**src/design/stopwatch_pkg.sv**
```systemverilog
package stopwatch_pkg;

	////////////////////////////////////////////////////////////
	// Sizes and timing
	////////////////////////////////////////////////////////////

	localparam int NUM_DIGITS = 4;          // Decimal digits on the display

	// 100 MHz clock assumed
	localparam int TICK_DIV = 1_000_000;    // One count step per 10 ms
	localparam int SCAN_DIV = 50_000;       // 0.5 ms per digit on the display

	////////////////////////////////////////////////////////////
	// Types
	////////////////////////////////////////////////////////////

	// Control states of the run/hold/stop machine
	typedef enum logic [1:0] {
		STAT_RESUME = 2'd0,                 // Counting
		STAT_PAUSE  = 2'd1,                 // Holding
		STAT_STOP   = 2'd2                  // Stopped, time kept
	} sw_state_t;

	typedef logic [3:0] bcd_t;              // One decimal digit, 0 to 9

	// Whole time value, most significant digit first
	typedef struct packed {
		bcd_t d3;
		bcd_t d2;
		bcd_t d1;
		bcd_t d0;                           // Fastest digit
	} time_t;

	// Active-low segments, a at bit 6 down to g at bit 0
	typedef logic [6:0] seg_t;

	// One-clock press strobes from the button front end
	typedef struct packed {
		logic pause_press;
		logic stop_press;
	} btn_evt_t;

endpackage

```
**src/design/button_pulse.sv**
```systemverilog
`timescale 1ns/1ps

module button_pulse (
	input  logic                    clk,
	input  logic                    rst_n,
	input  logic                    pause_btn_n,   // Raw level, low while pressed
	input  logic                    stop_btn_n,    // Raw level, low while pressed
	output stopwatch_pkg::btn_evt_t btn_evt
);
	import stopwatch_pkg::*;

	// Bit 1 is pause and bit 0 is stop, same order as btn_evt_t
	logic [1:0] raw_n;
	logic [1:0] sync1_n;        // First synchronizer stage
	logic [1:0] sync2_n;        // Second stage, safe to use
	logic [1:0] prev_n;         // Level one clock earlier
	logic [1:0] fall;           // High to low on the synced level

	assign raw_n = {pause_btn_n, stop_btn_n};

	// Press seen as falling edge of the active-low level
	assign fall = prev_n & ~sync2_n;

	////////////////////////////////////////////////////////////
	// Sync and edge stages
	////////////////////////////////////////////////////////////

	always_ff @(posedge clk or negedge rst_n)
	begin
		if (!rst_n)
		begin
			sync1_n <= 2'b11;   // Released level
			sync2_n <= 2'b11;
			prev_n  <= 2'b11;   // No false edge after reset
			btn_evt <= '0;
		end
		else
		begin
			sync1_n <= raw_n;
			sync2_n <= sync1_n;
			prev_n  <= sync2_n;
			btn_evt <= fall;    // Registered pulse, one clock per press
		end
	end

endmodule

```
**src/design/stopwatch_ctrl.sv**
```systemverilog
`timescale 1ns/1ps

module stopwatch_ctrl (
	input  logic                    clk,
	input  logic                    rst_n,
	input  stopwatch_pkg::btn_evt_t btn_evt,
	output logic                    run,      // High while counting
	output logic                    clear     // One-clock time clear
);
	import stopwatch_pkg::*;

	sw_state_t state;
	sw_state_t next_state;
	logic      next_clear;

	////////////////////////////////////////////////////////////
	// Next state decision
	////////////////////////////////////////////////////////////

	// Pause press is checked first in every state
	always_comb
	begin
		next_state = state;             // Hold by default
		next_clear = 1'b0;
		case (state)
			STAT_RESUME:
			begin
				if (btn_evt.pause_press)
					next_state = STAT_PAUSE;
				else if (btn_evt.stop_press)
					next_state = STAT_STOP;
			end
			STAT_PAUSE:
			begin
				if (btn_evt.pause_press)
					next_state = STAT_RESUME;   // Back to counting
				else if (btn_evt.stop_press)
					next_state = STAT_STOP;
			end
			STAT_STOP:
			begin
				if (btn_evt.pause_press)
					next_state = STAT_RESUME;   // Carry on from held time
				else if (btn_evt.stop_press)
				begin
					// Second stop restarts from zero
					next_state = STAT_RESUME;
					next_clear = 1'b1;
				end
			end
			default:
			begin
				next_state = STAT_RESUME;       // Unused code 2'd3
			end
		endcase
	end

	////////////////////////////////////////////////////////////
	// State and output registers
	////////////////////////////////////////////////////////////

	always_ff @(posedge clk or negedge rst_n)
	begin
		if (!rst_n)
		begin
			state <= STAT_RESUME;   // Counts right out of reset
			run   <= 1'b1;
			clear <= 1'b0;
		end
		else
		begin
			state <= next_state;
			run   <= (next_state == STAT_RESUME);   // Tracks the new state
			clear <= next_clear;
		end
	end

endmodule

```
**src/design/tick_gen.sv**
```systemverilog
`timescale 1ns/1ps

module tick_gen #(
	parameter int tick_div = stopwatch_pkg::TICK_DIV   // Clocks per tick
) (
	input  logic clk,
	input  logic rst_n,
	input  logic run,       // Count enable level
	input  logic clear,     // Restart the period
	output logic tick       // One-clock count step
);
	import stopwatch_pkg::*;

	logic [$clog2(tick_div)-1:0] div_cnt;   // Position inside the period

	always_ff @(posedge clk or negedge rst_n)
	begin
		if (!rst_n)
		begin
			div_cnt <= '0;
			tick    <= 1'b0;
		end
		else if (clear)
		begin
			div_cnt <= '0;          // Full period before the first step
			tick    <= 1'b0;
		end
		else if (run)
		begin
			if (div_cnt == tick_div - 1)
			begin
				div_cnt <= '0;      // Wrap
				tick    <= 1'b1;
			end
			else
			begin
				div_cnt <= div_cnt + 1'b1;
				tick    <= 1'b0;
			end
		end
		else
			tick <= 1'b0;           // Hold count while stopped or paused
	end

endmodule

```
**src/design/bcd_digit.sv**
```systemverilog
`timescale 1ns/1ps

module bcd_digit (
	input  logic                clk,
	input  logic                rst_n,
	input  logic                enable,   // Step this digit
	input  logic                clear,    // Synchronous zero
	output stopwatch_pkg::bcd_t value,
	output logic                carry     // High while at 9
);
	import stopwatch_pkg::*;

	// Carry feeds the next digit's enable, so it is a level on the value
	assign carry = (value == 4'd9);

	always_ff @(posedge clk or negedge rst_n)
	begin
		if (!rst_n)
			value <= 4'd0;
		else if (clear)
			value <= 4'd0;          // Clear beats a coincident step
		else if (enable)
		begin
			if (carry)
				value <= 4'd0;      // 9 rolls to 0
			else
				value <= value + 4'd1;
		end
	end

endmodule

```
**src/design/display_scan.sv**
```systemverilog
`timescale 1ns/1ps

module display_scan #(
	parameter int scan_div = stopwatch_pkg::SCAN_DIV   // Clocks per digit
) (
	input  logic                                   clk,
	input  logic                                   rst_n,
	input  stopwatch_pkg::time_t                   time_value,
	output stopwatch_pkg::seg_t                    seg,   // Shared segment bus
	output logic [stopwatch_pkg::NUM_DIGITS-1:0]   an     // Active-low digit selects
);
	import stopwatch_pkg::*;

	bcd_t [NUM_DIGITS-1:0]          digits;       // Index 0 is least significant
	logic [$clog2(scan_div)-1:0]    scan_cnt;     // Dwell counter
	logic [$clog2(NUM_DIGITS)-1:0]  idx;          // Digit being shown
	logic [$clog2(NUM_DIGITS)-1:0]  next_idx;
	logic                           scan_wrap;    // Dwell time over

	// Segment patterns, abcdefg, low lights the segment
	function automatic seg_t seg_code(input bcd_t d);
		case (d)
			4'd0: seg_code = 7'b0000001;
			4'd1: seg_code = 7'b1001111;
			4'd2: seg_code = 7'b0010010;
			4'd3: seg_code = 7'b0000110;
			4'd4: seg_code = 7'b1001100;
			4'd5: seg_code = 7'b0100100;
			4'd6: seg_code = 7'b0100000;
			4'd7: seg_code = 7'b0001111;
			4'd8: seg_code = 7'b0000000;
			4'd9: seg_code = 7'b0000100;
			default: seg_code = 7'b1111111;   // Blank on bad code
		endcase
	endfunction

	assign digits = time_value;

	////////////////////////////////////////////////////////////
	// Scan rotation
	////////////////////////////////////////////////////////////

	always_comb
	begin
		scan_wrap = (scan_cnt == scan_div - 1);
		next_idx  = idx;
		if (scan_wrap)
			next_idx = (idx == NUM_DIGITS - 1) ? '0 : idx + 1'b1;   // Rotate
	end

	// Select and pattern come from the same index in the same register stage
	always_ff @(posedge clk or negedge rst_n)
	begin
		if (!rst_n)
		begin
			scan_cnt <= '0;
			idx      <= '0;
			an       <= {{(NUM_DIGITS-1){1'b1}}, 1'b0};   // Digit 0 on
			seg      <= seg_code(4'd0);                   // Digits clear at reset
		end
		else
		begin
			scan_cnt <= scan_wrap ? '0 : scan_cnt + 1'b1;
			idx      <= next_idx;
			an       <= ~(NUM_DIGITS'(1) << next_idx);
			seg      <= seg_code(digits[next_idx]);       // Refreshed every clock
		end
	end

endmodule

```
**src/design/stopwatch_top.sv**
```systemverilog
`timescale 1ns/1ps

module stopwatch_top #(
	parameter int tick_div = stopwatch_pkg::TICK_DIV    // Smaller in simulation
) (
	input  logic                                 clk,
	input  logic                                 rst_n,
	input  logic                                 pause_btn_n,
	input  logic                                 stop_btn_n,
	output stopwatch_pkg::time_t                 time_value,
	output logic                                 running,
	output stopwatch_pkg::seg_t                  seg,
	output logic [stopwatch_pkg::NUM_DIGITS-1:0] an
);
	import stopwatch_pkg::*;

	btn_evt_t               btn_evt;
	logic                   clear;
	logic                   tick;
	logic [NUM_DIGITS-1:0]  digit_en;       // Ripple enable per digit
	logic [NUM_DIGITS-1:0]  digit_carry;    // At-9 flags
	bcd_t [NUM_DIGITS-1:0]  digit_val;

	////////////////////////////////////////////////////////////
	// Buttons and control
	////////////////////////////////////////////////////////////

	button_pulse btn_i (
		.clk         (clk),
		.rst_n       (rst_n),
		.pause_btn_n (pause_btn_n),
		.stop_btn_n  (stop_btn_n),
		.btn_evt     (btn_evt)
	);

	stopwatch_ctrl ctrl_i (
		.clk     (clk),
		.rst_n   (rst_n),
		.btn_evt (btn_evt),
		.run     (running),     // Run level goes straight out
		.clear   (clear)
	);

	tick_gen #(.tick_div(tick_div)) tick_i (
		.clk   (clk),
		.rst_n (rst_n),
		.run   (running),
		.clear (clear),
		.tick  (tick)
	);

	////////////////////////////////////////////////////////////
	// Digit chain
	////////////////////////////////////////////////////////////

	for (genvar i = 0; i < NUM_DIGITS; i++)
	begin : g_digit
		if (i == 0)
		begin : g_lsd
			assign digit_en[i] = tick;
		end
		else
		begin : g_upper
			// Steps only when every lower digit is at 9
			assign digit_en[i] = digit_en[i-1] & digit_carry[i-1];
		end

		bcd_digit digit_i (
			.clk    (clk),
			.rst_n  (rst_n),
			.enable (digit_en[i]),
			.clear  (clear),
			.value  (digit_val[i]),
			.carry  (digit_carry[i])
		);
	end

	assign time_value = digit_val;  // Digit 0 lands in d0

	display_scan scan_i (
		.clk        (clk),
		.rst_n      (rst_n),
		.time_value (time_value),
		.seg        (seg),
		.an         (an)
	);

endmodule

```
**config.mk**
```make
export PLATFORM = sky130hd
export DESIGN_NAME = stopwatch_top
export DESIGN_NICKNAME = d
export VERILOG_FILES = /design/src/design/stopwatch_pkg.sv /design/src/design/button_pulse.sv /design/src/design/stopwatch_ctrl.sv /design/src/design/tick_gen.sv /design/src/design/bcd_digit.sv /design/src/design/display_scan.sv /design/src/design/stopwatch_top.sv
export SDC_FILE = /design/constraint.sdc
export NUM_CORES = 1
export LEC_CHECK = 0
export ABC_AREA = 1
export ABC_CLOCK_PERIOD_IN_PS = 3900
export BUFFER_PORTS_ARGS = -buffer_cell sky130_fd_sc_hd__buf_2
export CAP_MARGIN = 20
export CORE_UTILIZATION = 50
export DETAILED_ROUTE_END_ITERATION = 6
export HOLD_SLACK_MARGIN = 0.08
export PLACE_DENSITY_LB_ADDON = 0.3
export SYNTH_ARGS = -nofsm -noshare
export SYNTH_HDL_FRONTEND = slang
export SYNTH_SLANG_ARGS = --single-unit
```
**constraint.sdc**
```tcl
create_clock -name clk -period 3.9 [get_ports clk]
set_clock_uncertainty 0.05 [all_clocks]
set_input_delay 0.39 -clock clk [delete_from_list [all_inputs] [get_ports clk]]
set_output_delay 0.39 -clock clk [all_outputs]
set_load 0.02 [all_outputs]
```
### Word-level counts from Yosys, hierarchy flattened

Memories as Yosys holds them, arrays and structs flattened. A register that Yosys moved wholly into a read port is not among the register bits.
Cells that the tools add are included.

* bitwise gates (word level): 6
* div/mod/pow operators: 0
* equality and inequality tests: 9
* order comparisons: 1
* $add $sub $neg: 7
* reduce and logical (&&, ||, !) cells: 8
* multipliers: 0
* shifts and indexed selects: 1
* muxes and demuxes: 32

Operators by type and width (count)
* $mux W20: 3
* $mux W4: 13
* $add A20 B1 Y20 const B: 1
* $eq A20 B20 Y1 const B: 1
* $add A16 B1 Y16 const B: 1
* $add A4 B1 Y4 const B: 4
* $eq A16 B16 Y1 const B: 1
* $eq A4 B4 Y1 const B: 4
* $mux W16: 1
* $mux W2: 7
* $reduce_bool A2 Y1: 5
* $bmux W4 S2: 1
* $mux W1: 6
* $pmux W2 S3: 1
* $eq A2 B2 Y1 const B: 2
* $logic_not A2 Y1: 2
* $not A4 Y4: 1
* $shl A1 B2 Y4 const A: 1
* $and A1 B1 Y1: 3
* $lt A2 B3 Y1 const B: 1
* $add A2 B1 Y2 const B: 1
* $and A2 B2 Y2: 1
* $eq A2 B1 Y1 const B: 1
* $not A2 Y2: 1
* $logic_not A1 Y1: 1

* input bits: 4
* RAM bits: 0
* latch bits: 0
* ROM bits: 112
* memories kept: 1
* bits in registers: 71
* logic and storage cells: 82
* output and inout port bits: 28

Memories
* (name not given): depth 16, bits a word 7, rd ports 1, clocked after Yosys merged registers in 1, wr ports 0, RTL line display_scan.sv:22 `case (d)`

### Depth between registers and ports, before layout

* word-level depth: 6
* depth in mapped cells: 17
* gate-level depth less buffers: 17

### By module

A second synthesis with hierarchy kept.

* cells, all modules: 580
* area, all modules: 4495.6 µm²

By module, submodules not included
* display_scan: cells each 222, area each 1767.9 µm², instances 1
* tick_gen: cells each 166, area each 1241.2 µm², instances 1
* bcd_digit: cells each 38, area each 262.8 µm², instances 4
* button_pulse: cells each 12, area each 227.7 µm², instances 1
* stopwatch_ctrl: cells each 22, area each 176.4 µm², instances 1
* stopwatch_top: cells each 6, area each 31.3 µm², instances 1

### Worst setup path after synthesis

OpenSTA, ideal clock, no wires.

* path type: register to register
* from: register scan_i.scan_cnt[0]
* to: register scan_i.seg[3]
* stages on the path, launching flop included: 15
* period minus slack after synthesis: 2.176 ns
* path buffers: 0
* arrival: 2.009 ns
* path slack: 1.724 ns
* library setup time: 0.117 ns
* cell sequence: dfrtp_1 -> ha_1 -> nand3_4 -> nor2_4 -> nand3_4 -> nand2_4 -> nand2_1 -> nand2_1 -> nand2_1 -> nand2_1 -> inv_1 -> ha_1 -> nand3b_1 -> nand3_1 -> nand2_1

* longest elaborated chain between the ends: 4

RTL lines
* start: declaration: RTL line display_scan.sv:15 `logic [$clog2(scan_div)-1:0] scan_cnt;`
* start signal: assignment: RTL line display_scan.sv:63 `scan_cnt <= scan_wrap ? '0 : scan_cnt + 1'b1;`
* $eq A16 B16 Y1: RTL line display_scan.sv:45 `scan_wrap = (scan_cnt == scan_div - 1);`
* $mux W2: RTL line display_scan.sv:47 `if (scan_wrap)`
* named net scan_i.next_idx[0]: RTL line display_scan.sv:17 `logic [$clog2(NUM_DIGITS)-1:0] next_idx;`
* $bmux W4 S2: RTL line display_scan.sv:66 `seg <= seg_code(digits[next_idx]);`
* $mux W4 (not written as such): RTL line display_scan.sv:66
* end: declaration: RTL line display_scan.sv:9 `output stopwatch_pkg::seg_t seg,`

The timed path passes the listed nets, and every way through them passes these cells. The select of a mux whose other input is x is not followed.
A chain may end at the register's enable or synchronous reset.

### Worst setup path in the final report

* from: register scan_i.idx[0]
* to: register scan_i.seg[3]

* longest elaborated chain between the ends: 5

RTL lines
* start: declaration: RTL line display_scan.sv:16 `logic [$clog2(NUM_DIGITS)-1:0] idx;`
* start signal: assignment: RTL line display_scan.sv:64 `idx <= next_idx;`
* $add A2 B1 Y2 or $eq A2 B2 Y1 (tied branches): RTL line display_scan.sv:48 `next_idx = (idx == NUM_DIGITS - 1) ? '0 : idx + 1'b1;`
* $mux W2: RTL line display_scan.sv:48
* $mux W2 (*): RTL line display_scan.sv:47
* named net scan_i.next_idx[0]: RTL line display_scan.sv:17
* $bmux W4 S2 (*): RTL line display_scan.sv:66
* $mux W4 (not written as such) (*): RTL line display_scan.sv:66

The timed path passes the listed nets; every way through them passes the cells marked *. The select of a mux whose other input is x is not followed.

==> results.py <==
metrics = {
    "detailed_routing": {
        "vias": 3343,
        "drt-pass1-iter-count": 4,
        "avgRoutedWirePerCell_um": 13.10,
        "ant_nets": 0,
        "drc": 0,
        "routed_wl_mm": 8.317,
        "first_iter_violations": 182,
        "via_per_inst": 5.265,
    },
    "power_and_ir_drop": {
        "leakage_nw": 2.378,
        "sw_frac_of_total": 0.2564,
        "p_switching_uw": 459.2,
        "combPwrFrac": 0.086,
        "total_power_mw": 1.791,
        "seqPwrFrac": 0.497,
        "p_int_mw": 1.332,
        "p_per_area_nw_per_um2": 379.5,
        "pwr-share-clk": 0.417,
        "peakVddDrop_mv": 0.1888,
    },
    "setup_path": {
        "critPathKind": "reg -> reg",
        "worstPathRequired_ns": 4.10,
        "worstSetupEndpointType": "register",
        "crit_top_cell": "nand2_1",
        "start_kind": "register",
        "arrival_ns": 2.56,
        "worst_path_max_delay_cell": "dfrtp_1",
        "path_cells": "ha_1 -> nor2_1 -> nand3_4 -> nand2_4 -> nand2_1 -> nand2_1 -> nand2_1 -> nand2_1 -> inv_1 -> ha_1 -> nand3b_1 -> nand3_1 -> nand2_1",
        "worstPathMaxFanout": 7,
        "critPathMaxStageDelay_ns": 0.45,
    },
    "logic_synthesis": {
        "ys_warn_count": 0,
        "avgSynthCellArea_um2": 8.586,
        "ys_ff_latch": 78,
        "synth-seq-area-share": 0.4701,
        "synth-async-reset-ratio": 1.000,
        "synth-edff-count": 0,
        "synth_cells": 487,
        "yosys.cell_types.count": 37,
        "ys.flop_type": "dfrtp_1",
        "synth_area_um2": 4182,
        "syn_nets": 507,
    },
    "cells_and_area": {
        "final-seq-area_um2": 1966,
        "final_area_um2": 4718,
        "n_antenna_cell": 0,
        "fin_nets": 548,
        "finalCoreUtilization": 0.5982,
        "fillers": 690,
        "multi_input_comb_area_um2": 1926,
        "area_growth_pct": 12.84,
        "drive_gt1_frac": 0.1801,
    },
    "global_routing": {
        "grt.overflow.total": 0,
        "grt_use_total": 0.2125,
        "grt_pass1_vias": 3369,
        "grt_pass1_wl_mm": 14.70,
        "grt_max_degree": 79,
        "antenna_found_initial": 0,
    },
    "timing": {
        "finalSetupTns_ns": 0,
        "fmax_mhz": 423.1,
        "hold_viol_final": 0,
        "fin_crit_ns": 2.363,
        "setup_viol": 0,
        "post-route-period-util": 0.6060,
        "worstMarginPinSlew_ns": 0.9680,
        "maxSlewViolCount": 0,
        "rsz0062_at_grt": "false",
        "relSlewSlack": 0.3547,
    },
    "place": {
        "io_buffers": 31,
        "place_area_um2": 4453,
        "dp_hpwl_mm": 6.140,
        "place_congestion": 0.8527,
    },
    "floorplanning": {
        "boundaryPins": 32,
        "placement_rows": 32,
        "die_width_um": 93.45,
        "core_area_um2": 7888,
        "start_util": 0.5301,
        "die_area_um2": 8733,
        "die_h_um": 93.45,
    },
    "clocking": {
        "clock_latency_ns": 0.36,
        "cts-resized-gates": 0,
        "cts.sinks": 78,
        "post_cts_buffers": 0,
        "clkTransAtPathRegs_ns": 0.09,
        "clock-root-buffer": "clkbuf_8",
        "htreeDepth": 3,
        "cts_hold_buf": 2,
        "cts_tree": "built",
        "cts_made_buffers": 9,
        "cts_buffer_depth": 2,
    },
    "run_status": {
        "outcome": "complete, no violations",
    },
    "worst_hold_path": {
        "min_path_type": "in -> async",
    },
    "job": {
        "drv_cap": 0,
    },
}
-- power groups by stage --
stage | sequential (mW) | combinational, mW | clock [mW]
after global routing | 0.897 | 0.180 | 0.797
final | 0.889 | 0.155 | 0.747
after floorplan | 0.898 | 0.110 | 0
after CTS | 0.889 | 0.156 | 0.762
after detailed placement | 0.905 | 0.154 | 0
after global placement | 0.903 | 0.151 | 0
-- Yosys cell counts (2+ instances only) --
master | instances | area, µm²
o22ai_1 | 6 | 37.54
inv_4 | 2 | 12.51
xor2_1 | 13 | 113.9
nand3b_1 | 4 | 30.03
o21a_1 | 2 | 15.01
nand2_4 | 9 | 101.4
nand3_4 | 3 | 52.55
a31oi_1 | 5 | 31.28
dfstp_2 | 11 | 289.0
nand2_1 | 86 | 322.8
nand4_1 | 8 | 50.05
nor2_4 | 4 | 45.04
o21bai_1 | 2 | 15.01
nor3_1 | 16 | 80.08
nor4_1 | 5 | 31.28
nor2_8 | 2 | 40.04
nand3_1 | 40 | 200.2
inv_1 | 67 | 251.5
ha_1 | 16 | 200.2
a21oi_1 | 19 | 95.09
a211oi_1 | 3 | 22.52
o21ai_0 | 18 | 90.09
dfrtp_1 | 67 | 1677
nand2_2 | 13 | 81.33
nor2_1 | 52 | 195.2
xnor2_1 | 3 | 26.28
-- cells by family after synthesis --
group,synth area share
AO/OA/AOI/OAI,0.07720
buffers and inverters,0.06941
AND/OR/NAND/NOR,0.3019
flip-flops,0.4701
XOR/XNOR,0.03351
adder cells (fa/ha/maj),0.04788
-- cells in the final DEF, fill, tap and decap left out, types with 6 or more instances in the layout --
master    instances
nand2_4           9
clkbuf_8          9
nand3_1          40
ha_1             16
xor2_1           13
dfrtp_1          67
nor3_1           16
nand4_1           8
o22ai_1           6
nand2_1          86
dfstp_2          11
o21ai_0          18
nor2_1           52
nand2_2          13
a21oi_1          19
buf_2            30
inv_1            67
-- critical path: cells and delay by family (launching register included) --
family	cells	cell delay [ns]
buffers and inverters	1	0.10
adder cells (fa/ha/maj)	2	0.52
AND/OR/NAND/NOR	10	1.15
flip-flops	1	0.45
-- worst paths after layout --
path / endpoint / slack, ns / depth (start not counted) / startpoint
worst max-delay path: scan_i.seg[3] / 1.54 / 13 / scan_i.idx[0]
worst min-delay path: scan_i.scan_cnt[7] / 0.1 / 1 / rst_n
worst max register to register: scan_i.seg[3] / 1.54 / 13 / scan_i.idx[0]
worst min register to register: btn_i.sync2_n[0] / 0.31 / 0 / btn_i.sync1_n[0]
max in group asynchronous: scan_i.scan_cnt[10] / 3.02 / 1 / rst_n
min in group clk: btn_i.sync2_n[0] / 0.31 / 0 / btn_i.sync1_n[0]
-- per-stage QoR --
step	cells	setup slack, ns	hold slack, ns
2_1_floorplan	487	1.724	0.04441
6_report	635	1.537	0.09550
4_1_cts	635	1.539	0.1643
3_5_place_dp	617	1.548	0.3007
3_3_place_gp	617	1.603	0.2955
5_1_grt	635	1.267	0.2221
-- metal layers --
metal | wire (µm) | GRT usage
met5 | 0 | 0
met3 | 334 | 0.04390
met2 | 4174 | 0.3762
met4 | 74 | 0.05641
met1 | 3733 | 0.2624
-- area by class of cell --
cell class                      count  area share
Sequential cell                    78      0.4166
Inverter                           72     0.05861
Timing Repair Buffer               33     0.03766
Clock buffer                        9     0.02625
Multi-Input combinational cell    334      0.4081
Clock inverter                      7     0.02572
Tap cell                          102     0.02705
-- flip-flops by register name (all words and copies together) (netlist names), 2 cells and up --
register and cells:
btn_i.btn_evt 2, btn_i.prev_n 2, btn_i.sync1_n 2, btn_i.sync2_n 2, ctrl_i.state 2, g_digit.digit_i.value 16, scan_i.an 4, scan_i.idx 2
scan_i.scan_cnt 16, scan_i.seg 7, tick_i.div_cnt 20
(Power assumes the default switching activity.)
